[config.mk]
export PLATFORM = sky130hd
export DESIGN_NAME = soc_interconnect
export DESIGN_NICKNAME = d
export VERILOG_FILES = /design/src/rtl/soc_pkg.sv /design/src/rtl/soc_interconnect.sv
export VERILOG_INCLUDE_DIRS = /design/src /design/src/rtl
export SDC_FILE = /design/constraint.sdc
export NUM_CORES = 1
export LEC_CHECK = 0
export ABC_AREA = 0
export BUFFER_PORTS_ARGS = -buffer_cell sky130_fd_sc_hd__buf_2
export CORE_MARGIN = 4
export CORE_UTILIZATION = 45
export DETAILED_ROUTE_END_ITERATION = 7
export PLACE_DENSITY = 0.88
export SLEW_MARGIN = 20
export SYNTH_ARGS = -nofsm -noshare
export SYNTH_HDL_FRONTEND = slang
export SYNTH_SLANG_ARGS = --single-unit
[constraint.sdc]
create_clock -name clk -period 5.6 [get_ports clk]
set_clock_uncertainty 0.1 [all_clocks]
set_input_delay 0.28 -clock clk [delete_from_list [all_inputs] [get_ports clk]]
set_output_delay 0.28 -clock clk [all_outputs]
set_load 0.1 [all_outputs]
[src/rtl/soc_defs.svh]
`ifndef SOC_DEFS_SVH
`define SOC_DEFS_SVH

////////////////////////////////////////////////////////////////////////////
// memory map
////////////////////////////////////////////////////////////////////////////

`define FLASH_BASE  32'h0000_0000
`define FLASH_END   32'h0001_2FFF
`define SRAM_BASE   32'h0002_0000
`define SRAM_END    32'h0002_1FFF
`define LEDS_ADDR   32'h8000_0000
`define TICK_BASE   32'h8000_0100
`define TICK_END    32'h8000_010F

// systick register offsets.
`define TICK_CTRL   4'h0
`define TICK_LOAD   4'h4
`define TICK_VAL    4'h8
`define TICK_STAT   4'hC

////////////////////////////////////////////////////////////////////////////
// sizing
////////////////////////////////////////////////////////////////////////////

`define FLASH_WAIT  4       // macro access wait in cycles.
`define CACHE_LINES 8
`define SRAM_AW     13      // byte address bits, 8 KiB.

`endif

[src/rtl/soc_pkg.sv]
package soc_pkg;

    typedef logic [31:0] word_t;
    typedef logic [31:0] addr_t;
    typedef logic [3:0]  strb_t;    // all zero is a read.

    typedef enum logic [2:0] {
        SLV_NONE,
        SLV_FLASH,
        SLV_SRAM,
        SLV_LEDS,
        SLV_TICK
    } slave_e;

    function automatic word_t merge_bytes(word_t old_w, word_t new_w, strb_t strb);
        word_t res;
        res = old_w;
        for (int i = 0; i < 4; i++) begin
            if (strb[i]) res[i*8 +: 8] = new_w[i*8 +: 8];
        end
        return res;
    endfunction

endpackage

[src/rtl/soc_interconnect.sv]
`include "soc_defs.svh"

module soc_interconnect (
    input  logic           clk,
    input  logic           rst_n_i,
    input  logic           mem_valid_i,
    input  soc_pkg::addr_t mem_addr_i,
    input  soc_pkg::word_t mem_wdata_i,
    input  soc_pkg::strb_t mem_wstrb_i,
    output logic           mem_ready_o,
    output soc_pkg::word_t mem_rdata_o,
    output logic           sram_sel_o,
    input  logic           sram_ready_i,
    input  soc_pkg::word_t sram_rdata_i,
    output logic           tick_sel_o,
    input  logic           tick_ready_i,
    input  soc_pkg::word_t tick_rdata_i,
    output logic           flash_sel_o,
    input  logic           flash_ready_i,
    input  soc_pkg::word_t flash_rdata_i,
    output logic [5:0]     leds_o
);
    import soc_pkg::*;

    slave_e slv;
    logic   local_sel;
    logic   local_ready_q;
    word_t  led_q;

    ////////////////////////////////////////////////////////////////////////////
    // address decode
    ////////////////////////////////////////////////////////////////////////////

    always_comb begin
        slv = SLV_NONE;
        if ((mem_addr_i - `FLASH_BASE) <= (`FLASH_END - `FLASH_BASE)) begin
            slv = SLV_FLASH;
        end else if ((mem_addr_i - `SRAM_BASE) <= (`SRAM_END - `SRAM_BASE)) begin
            slv = SLV_SRAM;
        end else if (mem_addr_i == `LEDS_ADDR) begin
            slv = SLV_LEDS;
        end else if ((mem_addr_i - `TICK_BASE) <= (`TICK_END - `TICK_BASE)) begin
            slv = SLV_TICK;
        end
    end

    assign flash_sel_o = mem_valid_i & (slv == SLV_FLASH);
    assign sram_sel_o  = mem_valid_i & (slv == SLV_SRAM);
    assign tick_sel_o  = mem_valid_i & (slv == SLV_TICK);
    assign local_sel   = mem_valid_i & ((slv == SLV_LEDS) | (slv == SLV_NONE));

    // leds and unmapped holes answered here.
    always_ff @(posedge clk or negedge rst_n_i) begin
        if (!rst_n_i) begin
            local_ready_q <= 1'b0;
            led_q         <= '0;
        end else begin
            local_ready_q <= local_sel & ~local_ready_q;
            if (local_sel && !local_ready_q && (slv == SLV_LEDS)) begin
                led_q <= merge_bytes(led_q, mem_wdata_i, mem_wstrb_i);
            end
        end
    end

    assign mem_ready_o = mem_valid_i &
                         (sram_ready_i | tick_ready_i | flash_ready_i | local_ready_q);

    always_comb begin
        case (slv)
            SLV_FLASH: mem_rdata_o = flash_rdata_i;
            SLV_SRAM:  mem_rdata_o = sram_rdata_i;
            SLV_LEDS:  mem_rdata_o = led_q;
            SLV_TICK:  mem_rdata_o = tick_rdata_i;
            default:   mem_rdata_o = '0;    // unmapped reads as zero.
        endcase
    end

    assign leds_o = ~led_q[5:0];    // leds are active low.

endmodule

==> flow_results.xml <==
<?xml version="1.0" encoding="UTF-8"?>
<metrics>
  <group name="sta">
    <metric name="timing.setup.tns" unit="ps">0</metric>
    <metric name="max_clock_freq" unit="MHz">247</metric>
    <metric name="timing_worst_slew_pin_value" unit="ps">1050</metric>
    <metric name="timing.max_slew.rel_slack" unit="%">29.2</metric>
    <metric name="grt_setup_unrepaired" unit="">no</metric>
    <metric name="final_max_slew_viol_count" unit="">0</metric>
    <metric name="setup_viol" unit="">0</metric>
    <metric name="finalHoldViolCount" unit="">0</metric>
    <metric name="timing.final.crit_share" unit="%">72.2</metric>
    <metric name="final.hold.worst_slack" unit="ps">117</metric>
    <metric name="period_needed" unit="ps">4040</metric>
  </group>
  <group name="setup_path">
    <metric name="worstSetupEndpointType" unit="">output port</metric>
    <metric name="worst_r2r_path_depth" unit="">3</metric>
    <metric name="crit-reg2reg-launch" unit="">local_ready_q</metric>
    <metric name="critical_path.top_delay_family" unit="">simple AND/OR/NAND/NOR gates</metric>
    <metric name="timing.critical_path.required" unit="ps">5220</metric>
    <metric name="timing.setup.critical_path_class" unit="">input port to output port</metric>
    <metric name="critical-path-top-cell-by-count" unit="">sky130_fd_sc_hd__buf_2</metric>
    <metric name="crit_arrival" unit="ps">3660</metric>
    <metric name="worst_r2r_endpoint" unit="">led_q[24]</metric>
    <metric name="timing.critical_path.buf_inv" unit="">4</metric>
    <metric name="critical_path_s_largest_stage_delay" unit="ps">600</metric>
    <metric name="critPathCapture" unit="">tick_sel_o</metric>
    <metric name="timing.critical_path.from_type" unit="">input port</metric>
    <metric name="timing.critical_path.depth" unit="">10</metric>
    <metric name="critPathLaunch" unit="">mem_addr_i[17]</metric>
    <metric name="worst-r2r-setup-slack" unit="ps">3350</metric>
    <metric name="cp_cell_sequence" unit="">buf_2 -&gt; inv_1 -&gt; ha_1 -&gt; nand3_1 -&gt; a2111o_1 -&gt; or4_1 -&gt; nor3_4 -&gt; buf_4 -&gt; and4_1 -&gt; buf_2</metric>
    <metric name="timing.critical_path.fanout_max" unit="">18</metric>
    <metric name="cpMaxStageDelayCell" unit="">sky130_fd_sc_hd__or4_1</metric>
  </group>
  <group name="logic_synthesis">
    <metric name="count_of_distinct_cell_types_in_the_synthesized_netlist" unit="">49</metric>
    <metric name="synth_area_per_cell" unit="sq um">9.30</metric>
    <metric name="synth-edff-count" unit="">0</metric>
    <metric name="post_synth_inst_count" unit="">310</metric>
    <metric name="ffs_latches_synth" unit="">33</metric>
    <metric name="ys_async_sr_fraction" unit="%">100</metric>
    <metric name="postSynthNetCount" unit="">482</metric>
    <metric name="syn_area" unit="sq um">2880</metric>
    <metric name="synth-main-ff-cell" unit="">sky130_fd_sc_hd__dfrtp_1</metric>
    <metric name="synth-seq-area-share" unit="%">28.7</metric>
    <metric name="synth.yosys.warnings" unit="">0</metric>
  </group>
  <group name="route">
    <metric name="detailedRoute.firstIterationViolations" unit="">273</metric>
    <metric name="via_count" unit="">3509</metric>
    <metric name="vias_per_cell" unit="">6.03</metric>
    <metric name="wire_per_inst" unit="um">19.4</metric>
    <metric name="dr.pass1.iters" unit="">5</metric>
    <metric name="detail_route.wirelength" unit="mm">11.3</metric>
    <metric name="route.antenna.remaining_nets" unit="">0</metric>
    <metric name="detail_route.drc_violations" unit="">0</metric>
  </group>
  <group name="grt">
    <metric name="number_of_global_route_vias_before_repair" unit="">3413</metric>
    <metric name="antenna_found_initial" unit="">0</metric>
    <metric name="grt_first_pass_wirelength" unit="mm">17.0</metric>
    <metric name="grt_start_max_net_pins" unit="">35</metric>
    <metric name="grt_remaining_overflow" unit="">0</metric>
    <metric name="track_usage" unit="%">28.3</metric>
  </group>
  <group name="layout">
    <metric name="final_nets" unit="">678</metric>
    <metric name="highest_count_cells_in_the_layout_ignoring_fill_and_taps" unit="">sky130_fd_sc_hd__buf_2 (211), sky130_fd_sc_hd__nor2_1 (42), sky130_fd_sc_hd__nor4b_1 (34)</metric>
    <metric name="mostFrequentLayoutCell" unit="">sky130_fd_sc_hd__buf_2</metric>
    <metric name="insertedDiodeCount" unit="">0</metric>
    <metric name="post_route_cells_drive_above_1_share" unit="%">54.8</metric>
    <metric name="layout-area-overhead-vs-synth" unit="%">41.9</metric>
  </group>
  <group name="placed_design">
    <metric name="place_congestion" unit="">0.915</metric>
    <metric name="hpwlAfterDp" unit="mm">8.95</metric>
    <metric name="place.port_buffers" unit="">211</metric>
  </group>
  <group name="power_and_ir_drop">
    <metric name="netSwitchingPower" unit="W">0.000150</metric>
    <metric name="pwr-share-clk" unit="%">39.1</metric>
    <metric name="netSwitchingFraction" unit="%">25.1</metric>
    <metric name="p_leak" unit="nW">2.04</metric>
    <metric name="max-vdd-ir-drop" unit="mV">0.224</metric>
    <metric name="relative_contribution_of_sequential_cells_to_total_power" unit="%">40.1</metric>
    <metric name="cell_internal_pwr" unit="W">0.000447</metric>
    <metric name="power_frac_comb" unit="%">20.8</metric>
    <metric name="power_density" unit="nW/um^2">146</metric>
  </group>
  <group name="clocking">
    <metric name="cts_sinks" unit="">33</metric>
    <metric name="postCtsSetupRepairBufs" unit="">0</metric>
    <metric name="cts_repair_resize_count" unit="">0</metric>
    <metric name="h-tree-depth" unit="">2</metric>
    <metric name="clockBufferDepth" unit="">2</metric>
    <metric name="tritoncts.num_buffers" unit="">5</metric>
    <metric name="clock_insertion_delay_at_the_later_pin_of_the_skew_report" unit="ps">280</metric>
    <metric name="clk_pin_slew" unit="ps">70</metric>
    <metric name="cts_tree" unit="">yes</metric>
    <metric name="post_cts_hold_buffer_count" unit="">1</metric>
    <metric name="cts_root_buf" unit="">sky130_fd_sc_hd__clkbuf_8</metric>
  </group>
  <group name="flow_run">
    <metric name="max-cap-violations" unit="">0</metric>
  </group>
  <group name="die">
    <metric name="floorplan.core_area" unit="sq um">6060</metric>
    <metric name="io-pin-count" unit="">212</metric>
    <metric name="initial_core_util" unit="%">47.5</metric>
    <metric name="std_cell_rows" unit="">28</metric>
    <metric name="die_width" unit="um">88.0</metric>
    <metric name="dieHeight" unit="um">88.0</metric>
    <metric name="design.die.area" unit="sq um">7750</metric>
  </group>
  <group name="run_status">
    <metric name="outcome" unit="">finished, final reports clean</metric>
  </group>
  <group name="min_path">
    <metric name="beginning_of_the_worst_hold_path" unit="">mem_wdata_i[19]</metric>
    <metric name="timing.hold.worst.class" unit="">input port to flip-flop</metric>
  </group>
</metrics>
[cell usage after synthesis, drive strengths merged (3+ instances only)]
cell,n,share of area [%]
or3,3,0.65
nor4b,34,10
a221o,31,11
mux2,32,13
buf,10,2.5
inv,11,1.4
nand2,10,1.6
nor4,3,0.87
and2,3,0.65
clkbuf,20,2.6
a21oi,7,1.2
a22oi,32,8.3
nor2,42,5.5
or4,5,1.6
dfrtp,33,29
[worst min path at each step]
| stage | endpoint | slack, ps | cells past startpoint |
|---|---|---|---|
| final | led_q[19] | 120 | 2 |
| after global routing | led_q[17] | 120 | 2 |
| after CTS | led_q[17] | 110 | 2 |
| after detailed placement | led_q[4] | 270 | 1 |
| after global placement | led_q[22] | 270 | 1 |
| after floorplan | led_q[0] | -120 | 0 |
[power groups by stage]
stage	registers, W	logic, W	clock network, W
after CTS	0.000239	0.000123	0.000238
after floorplan	0.000244	0.0000431	0
after global placement	0.000244	0.000121	0
after detailed placement	0.000244	0.000122	0
after global routing	0.000239	0.000136	0.000247
final	0.000239	0.000124	0.000233
[stage by stage]
stage	utilization [%]	worst slack, ps	std cells	power [W]	cell area, sq um
5_1_grt	67.5	1360	582	0.000622	4090
3_5_place_dp	65.3	1580	573	0.000366	3960
2_1_floorplan	-	2190	310	0.000287	2880
4_1_cts	67.5	1600	582	0.000600	4090
3_3_place_gp	65.3	1610	573	0.000365	3960
6_report	67.5	1560	582	0.000597	4090
[cells by family (layout without fill, tap and decap cells)]
group | Yosys count | after routing | synth area share (%)
AOI/OAI and AO/OA | 83 | 83 | 24.8
xor gates and xnor gates | 1 | 1 | 0.304
adders and majority gates | 2 | 2 | 0.868
buffers and inverters | 41 | 238 | 6.56
DFF | 33 | 33 | 28.7
muxes | 33 | 33 | 12.9
and+or+nand+nor | 117 | 117 | 25.9
[cell type report]
class / instances / area, sq um
clock buffer: 6 / 82.6
clock inverter: 2 / 37.5
fill: 515 / 1970
inverter: 11 / 41.3
multi-input combinational: 236 / 1890
sequential: 33 / 826
tap: 75 / 93.8
timing repair buffer: 219 / 1120
[sequential cells by signal (all words and copies together) (netlist names)]
register	flops
led_q	32
local_ready_q	1
[routing by layer]
layer	GRT usage [%]	routed length [um]
met1	37.3	4440
met2	46.4	5300
met3	6.59	1300
met4	8.65	230
met5	0	0
Power figures use the tool's default switching activity.
