### src/rtl/soc_defs.svh
`ifndef SOC_DEFS_SVH
`define SOC_DEFS_SVH

////////////////////////////////////////////////////////////////////////////
// memory map
////////////////////////////////////////////////////////////////////////////

`define FLASH_BASE  32'h0000_0000
`define FLASH_END   32'h0001_2FFF
`define SRAM_BASE   32'h0002_0000
`define SRAM_END    32'h0002_1FFF
`define LEDS_ADDR   32'h8000_0000
`define TICK_BASE   32'h8000_0100
`define TICK_END    32'h8000_010F

// systick register offsets.
`define TICK_CTRL   4'h0
`define TICK_LOAD   4'h4
`define TICK_VAL    4'h8
`define TICK_STAT   4'hC

////////////////////////////////////////////////////////////////////////////
// sizing
////////////////////////////////////////////////////////////////////////////

`define FLASH_WAIT  4       // macro access wait in cycles.
`define CACHE_LINES 8
`define SRAM_AW     13      // byte address bits, 8 KiB.

`endif

### src/rtl/soc_pkg.sv
package soc_pkg;

    typedef logic [31:0] word_t;
    typedef logic [31:0] addr_t;
    typedef logic [3:0]  strb_t;    // all zero is a read.

    typedef enum logic [2:0] {
        SLV_NONE,
        SLV_FLASH,
        SLV_SRAM,
        SLV_LEDS,
        SLV_TICK
    } slave_e;

    function automatic word_t merge_bytes(word_t old_w, word_t new_w, strb_t strb);
        word_t res;
        res = old_w;
        for (int i = 0; i < 4; i++) begin
            if (strb[i]) res[i*8 +: 8] = new_w[i*8 +: 8];
        end
        return res;
    endfunction

endpackage

### src/rtl/systick.sv
`include "soc_defs.svh"

module systick (
    input  logic           clk,
    input  logic           rst_n_i,
    input  logic           sel_i,
    input  logic [3:0]     addr_i,
    input  soc_pkg::word_t wdata_i,
    input  soc_pkg::strb_t wstrb_i,
    output logic           ready_o,
    output soc_pkg::word_t rdata_o,
    output logic           irq_o
);
    import soc_pkg::*;

    logic [1:0] ctrl_q;     // bit 0 enable, bit 1 irq enable.
    word_t      load_q;
    word_t      val_q;
    logic       stat_q;
    logic       access;
    logic       wr;
    logic       wrap;
    word_t      load_new;

    assign access   = sel_i & ~ready_o;
    assign wr       = access & (|wstrb_i);
    assign wrap     = ctrl_q[0] & (val_q == '0);
    assign load_new = merge_bytes(load_q, wdata_i, wstrb_i);

    always_ff @(posedge clk or negedge rst_n_i) begin
        if (!rst_n_i) begin
            ready_o <= 1'b0;
            ctrl_q  <= '0;
            load_q  <= '0;
            val_q   <= '0;
            stat_q  <= 1'b0;
        end else begin
            ready_o <= access;
            if (wr && (addr_i == `TICK_CTRL) && wstrb_i[0]) ctrl_q <= wdata_i[1:0];
            if (wr && (addr_i == `TICK_LOAD)) begin
                load_q <= load_new;
                val_q  <= load_new;     // load also restarts the count.
            end else if (ctrl_q[0]) begin
                val_q <= wrap ? load_q : val_q - 32'd1;
            end
            if (wrap) begin
                stat_q <= 1'b1;
            end else if (wr && (addr_i == `TICK_STAT) && wstrb_i[0] && wdata_i[0]) begin
                stat_q <= 1'b0;         // write one to clear.
            end
        end
    end

    always_ff @(posedge clk) begin
        if (access) begin
            case (addr_i)
                `TICK_CTRL: rdata_o <= {30'b0, ctrl_q};
                `TICK_LOAD: rdata_o <= load_q;
                `TICK_VAL:  rdata_o <= val_q;
                `TICK_STAT: rdata_o <= {31'b0, stat_q};
                default:    rdata_o <= '0;
            endcase
        end
    end

    assign irq_o = stat_q & ctrl_q[1];

endmodule

### config.mk
export PLATFORM = sky130hd
export DESIGN_NAME = systick
export DESIGN_NICKNAME = d
export VERILOG_FILES = /design/src/rtl/soc_pkg.sv /design/src/rtl/systick.sv
export VERILOG_INCLUDE_DIRS = /design/src /design/src/rtl
export SDC_FILE = /design/constraint.sdc
export NUM_CORES = 1
export LEC_CHECK = 0
export BUFFER_PORTS_ARGS = -buffer_cell sky130_fd_sc_hd__buf_2
export CORE_MARGIN = 10
export CORE_UTILIZATION = 45
export CTS_BUF_LIST = sky130_fd_sc_hd__clkbuf_8
export CTS_CLUSTER_DIAMETER = 60
export CTS_CLUSTER_SIZE = 20
export DETAILED_ROUTE_END_ITERATION = 6
export MAX_ROUTING_LAYER = met4
export PLACE_DENSITY = 0.62
export SYNTH_ARGS = -nofsm -noshare
export SYNTH_HDL_FRONTEND = slang
export SYNTH_SLANG_ARGS = --single-unit
### constraint.sdc
create_clock -name clk -period 3 [get_ports clk]
set_input_delay 0.3 -clock clk [delete_from_list [all_inputs] [get_ports clk]]
set_output_delay 0.3 -clock clk [all_outputs]
set_load 0.005 [all_outputs]
==> insert_results.sql <==
INSERT INTO impl_metrics (metric_group, metric, value, unit) VALUES
('hold_path', 'min-delay-start', 'wdata_i[10]', ''),
('critical_path', 'setup.worst_path.start', 'val_q[0]$_DFFE_PN0P_', ''),
('critical_path', 'critical_path_peak_fanout', '6', ''),
('cells_and_area', 'finalNetCount', '670', ''),
('routing', 'detail_route.first_pass.iterations', '5', ''),
('die', 'die-width', '131', 'um'),
('sta', 'fin_worst_skew', '0.00563', 'ns'),
('critical_path', 'worst_setup_path_end_kind', 'flip-flop', ''),
('grt', 'grt_start_max_net_pins', '34', ''),
('grt', 'globalRoute.totalOverflow', '0', ''),
('cells_and_area', 'final.fill_count', '1129', ''),
('grt', 'antenna_found_initial', '0', ''),
('routing', 'drc', '0', ''),
('clock_network', 'postCtsSetupBuffers', '0', ''),
('pwr', 'leakage', '2.65', 'nW'),
('sta', 'final_hold_violation_count', '0', ''),
('synthesis', 'seq_area_frac_synth', '0.484', ''),
('grt', 'globalRouteTotalUtil', '0.197', ''),
('sta', 'post-route-period-util', '0.924', ''),
('synthesis', 'synth.distinct_cells', '56', ''),
('cells_and_area', 'multi_input_area', '0.00269', 'mm2'),
('grt', 'grt_pass1_wl', '25.7', 'mm'),
('die', 'starting_density_of_the_core', '0.458', ''),
('sta', 'max_slew.worst_pin.slew', '1.02', 'ns'),
('synthesis', 'mappedNetlistNets', '601', ''),
('clock_network', 'worstSkewPairLatency', '0.38', 'ns'),
('die', 'die_area', '0.0170', 'mm2'),
('pwr', 'power.total', '3.74', 'mW'),
('sta', 'setup_viol', '0', ''),
('die', 'die_h', '131', 'um'),
('synthesis', 'dominantRegCellSynth', 'sky130_fd_sc_hd__dfrtp_1', ''),
('clock_network', 'cts.path.max_buffers', '2', ''),
('die', 'core_region_area', '0.0120', 'mm2'),
('synthesis', 'postSynthRegisterBits', '100', ''),
('hold_path', 'holdCritPathClass', 'in -> reg', ''),
('routing', 'detailroute.via_count', '4758', ''),
('sta', 'report.final.slew_viol_count', '0', ''),
('place', 'dpl_cell_area', '0.00607', 'mm2'),
('synthesis', 'synth_warnings', '0', ''),
('synthesis', 'synth-async-reset-ratio', '0.680', ''),
('job', 'drv_cap', '0', ''),
('status', 'run_status', 'finished clean', ''),
('cells_and_area', 'flow.area_growth_from_synthesis', '13.7', '%'),
('pwr', 'power_density', '598', 'mW/mm2'),
('sta', 'achievable-frequency', '361', 'MHz'),
('place', 'post-place-ws', '0.191', 'ns'),
('cells_and_area', 'num_antenna_cells', '0', ''),
('die', 'io_pins', '77', ''),
('cells_and_area', 'layout-drive-gt1-share', '0.231', ''),
('synthesis', 'synth_edf_count', '32', ''),
('critical_path', 'worst-endpoint-required', '3.31', 'ns'),
('place', 'globalplace.congestion', '0.908', ''),
('sta', 'final.setup.tns', '0', 'ns'),
('sta', 'unrepaired_setup_endpoints_after_global_routing', 'no', ''),
('critical_path', 'r2r-start', 'val_q[0]$_DFFE_PN0P_', ''),
('synthesis', 'average_cell_area_after_synthesis', '9.87', 'um2'),
('clock_network', 'cts.sinks', '100', ''),
('die', 'placement_rows', '40', ''),
('grt', 'first_global_vias', '4722', ''),
('clock_network', 'cts-buffers-inserted', '9', ''),
('critical_path', 'critPathKind', 'reg -> reg', ''),
('place', 'numPortBuffers', '76', ''),
('routing', 'ant_nets', '0', ''),
('routing', 'routed_wirelength', '15.6', 'mm'),
('sta', 'timing.max_slew.rel_slack', '0.319', ''),
('routing', 'detail_route.wl_per_cell', '20.1', 'um'),
('sta', 'timing.final.ws_setup', '0.229', 'ns'),
('clock_network', 'path_clk_slew', '0.09', 'ns'),
('critical_path', 'crit_start_category', 'flip-flop', ''),
('critical_path', 'worst_ep_arrival_time', '3.08', 'ns'),
('sta', 'min_period', '2.77', 'ns'),
('synthesis', 'mappedNetlistArea', '0.00550', 'mm2'),
('clock_network', 'cts_tree', 'yes', ''),
('place', 'detailedPlacementHpwl', '11.0', 'mm'),
('synthesis', 'netlist_instances', '557', ''),
('pwr', 'power.ir.vdd_worst', '0.289', 'mV'),
('routing', 'drt-vias-per-instance', '6.12', ''),
('clock_network', 'cts_htree_levels', '3', ''),
('clock_network', 'clk_root_buffer_cell', 'sky130_fd_sc_hd__clkbuf_8', ''),
('routing', 'dr.first_iter.drc_count', '509', ''),
('cells_and_area', 'seq_area', '0.00266', 'mm2'),
('cells_and_area', 'fin_util', '0.521', ''),
('cells_and_area', 'fin_area', '0.00625', 'mm2');
==> routing by layer <==
layer / share of wire / vias up / track usage / routed length (um)
li1: - / 2227 / - / -
met1: 0.47 / 2337 / 0.272 / 7360
met2: 0.44 / 178 / 0.278 / 6830
met3: 0.077 / 16 / 0.0443 / 1200
met4: 0.014 / 0 / 0.0680 / 214
met5: 0 / - / - / 0
==> metrics by stage <==
stage / instances / hold slack [ns]
after detailed placement: 761 / 0.313
after global routing: 778 / 0.139
after global placement: 761 / 0.303
after floorplan: 557 / 0.00441
final: 778 / 0.129
after CTS: 778 / 0.120
==> worst max-delay path, cell delays in order, from the launching register on <==
cell and delay (ns):
sky130_fd_sc_hd__dfrtp_1 0.42, sky130_fd_sc_hd__inv_1 0.10, sky130_fd_sc_hd__ha_1 0.20, sky130_fd_sc_hd__or4b_2 0.69, sky130_fd_sc_hd__nor3_2 0.38, sky130_fd_sc_hd__and4_1 0.44
sky130_fd_sc_hd__nand3_1 0.14, sky130_fd_sc_hd__a22o_1 0.22, sky130_fd_sc_hd__a21oi_1 0.11
==> flip-flops by register name (all words and copies together) (netlist names) <==
name and flops:
load_q 32, ready_o 1, ctrl_q 2, stat_q 1, rdata_o 32, val_q 32
==> synthesized netlist by cell type, types with 2 or more instances <==
master                      count  share of area
sky130_fd_sc_hd__xnor2_1        6         0.0096
sky130_fd_sc_hd__nor2_1        67          0.046
sky130_fd_sc_hd__a22oi_1       32          0.044
sky130_fd_sc_hd__a221oi_1       2         0.0032
sky130_fd_sc_hd__o21ai_0       36          0.033
sky130_fd_sc_hd__nand2_1       44          0.030
sky130_fd_sc_hd__o211ai_1       3         0.0041
sky130_fd_sc_hd__nand3_1       15          0.014
sky130_fd_sc_hd__nor2b_1       10          0.011
sky130_fd_sc_hd__a211oi_1       5         0.0068
sky130_fd_sc_hd__o2111ai_1      2         0.0032
sky130_fd_sc_hd__dfrtp_1       68           0.31
sky130_fd_sc_hd__edfxtp_1      32           0.17
sky130_fd_sc_hd__and2_1         2         0.0023
sky130_fd_sc_hd__nand2b_1       4         0.0045
sky130_fd_sc_hd__nor3_1        15          0.014
sky130_fd_sc_hd__and3_1         3         0.0034
sky130_fd_sc_hd__mux2i_1       30          0.055
sky130_fd_sc_hd__nand4_1        3         0.0034
sky130_fd_sc_hd__o22ai_1        3         0.0034
sky130_fd_sc_hd__a21oi_1       18          0.016
sky130_fd_sc_hd__mux2_2        27          0.055
sky130_fd_sc_hd__or3_1         12          0.014
sky130_fd_sc_hd__clkbuf_1      35          0.024
sky130_fd_sc_hd__xor2_1         5         0.0080
sky130_fd_sc_hd__o31ai_1        4         0.0055
sky130_fd_sc_hd__nor4_1        12          0.014
sky130_fd_sc_hd__buf_1          2         0.0014
sky130_fd_sc_hd__o221ai_1       6         0.0096
sky130_fd_sc_hd__a21o_1         2         0.0027
sky130_fd_sc_hd__nor4b_1        2         0.0032
sky130_fd_sc_hd__or4_1          4         0.0055
sky130_fd_sc_hd__inv_1          9         0.0061
sky130_fd_sc_hd__a31oi_1       13          0.015
sky130_fd_sc_hd__a21boi_0       3         0.0041
==> cells in the final DEF (no fill, tap or decap), types with 4 or more instances in the layout <==
cell type,n
sky130_fd_sc_hd__a211oi_1,5
sky130_fd_sc_hd__a21oi_1,18
sky130_fd_sc_hd__a22oi_1,32
sky130_fd_sc_hd__a31oi_1,13
sky130_fd_sc_hd__buf_2,76
sky130_fd_sc_hd__buf_4,18
sky130_fd_sc_hd__clkbuf_8,10
sky130_fd_sc_hd__dfrtp_1,68
sky130_fd_sc_hd__edfxtp_1,32
sky130_fd_sc_hd__inv_1,13
sky130_fd_sc_hd__mux2_2,27
sky130_fd_sc_hd__mux2i_1,30
sky130_fd_sc_hd__nand2_1,44
sky130_fd_sc_hd__nand2b_1,4
sky130_fd_sc_hd__nand3_1,15
sky130_fd_sc_hd__nor2_1,67
sky130_fd_sc_hd__nor2b_1,7
sky130_fd_sc_hd__nor3_1,15
sky130_fd_sc_hd__nor4_1,12
sky130_fd_sc_hd__o21ai_0,36
sky130_fd_sc_hd__o221ai_1,6
sky130_fd_sc_hd__o31ai_1,4
sky130_fd_sc_hd__or3_1,12
sky130_fd_sc_hd__or4_1,4
sky130_fd_sc_hd__xnor2_1,6
sky130_fd_sc_hd__xor2_1,5
==> area by class of cell <==
class | instances | share of cell area
clock buffers | 10 | 0.0220
clock inverters | 6 | 0.00400
inverters | 9 | 0.00540
multi-input cells | 411 | 0.429
flip-flops and latches | 100 | 0.426
well taps | 147 | 0.0294
repair buffers | 95 | 0.0840
==> final timing paths <==
kind,depth (start not counted),end,slack (ns)
hold reg to reg,2,load_q[25]$_DFFE_PN0P_,0.52
setup / recovery,8,val_q[13]$_DFFE_PN0P_,0.23
max in group asynchronous,3,val_q[26]$_DFFE_PN0P_,1.84
min in group asynchronous,2,stat_q$_DFFE_PN0P_,0.43
setup reg to reg,8,val_q[13]$_DFFE_PN0P_,0.23
hold / removal,3,load_q[10]$_DFFE_PN0P_,0.13
==> kinds of logic (layout without fill, tap and decap cells) <==
kind of cell,Yosys count,after routing,share of synthesized area
and+or+nand+nor,203,203,0.186
AOI/OAI and AO/OA,138,138,0.165
DFF,100,100,0.484
muxes,58,58,0.114
buffers and inverters,46,120,0.0314
xor gates and xnor gates,11,11,0.0175
adders and majority gates,1,1,0.00227
==> power by group <==
group          internal, mW  switching, mW  leakage [nW]
clock network         0.311          0.463         0.101
registers              1.65          0.325          1.17
logic                 0.450          0.543          1.37
total                  2.41           1.33          2.65
==> timing repair <==
| action | CTS | global route |
|---|---|---|
| gates resized for setup | 0 | 1 |
| setup endpoints to repair | 0 | 1 |
| hold buffers | 1 | 0 |
| hold endpoints to repair | 20 | 0 |
Note: power is estimated with default switching activity, not from simulation.
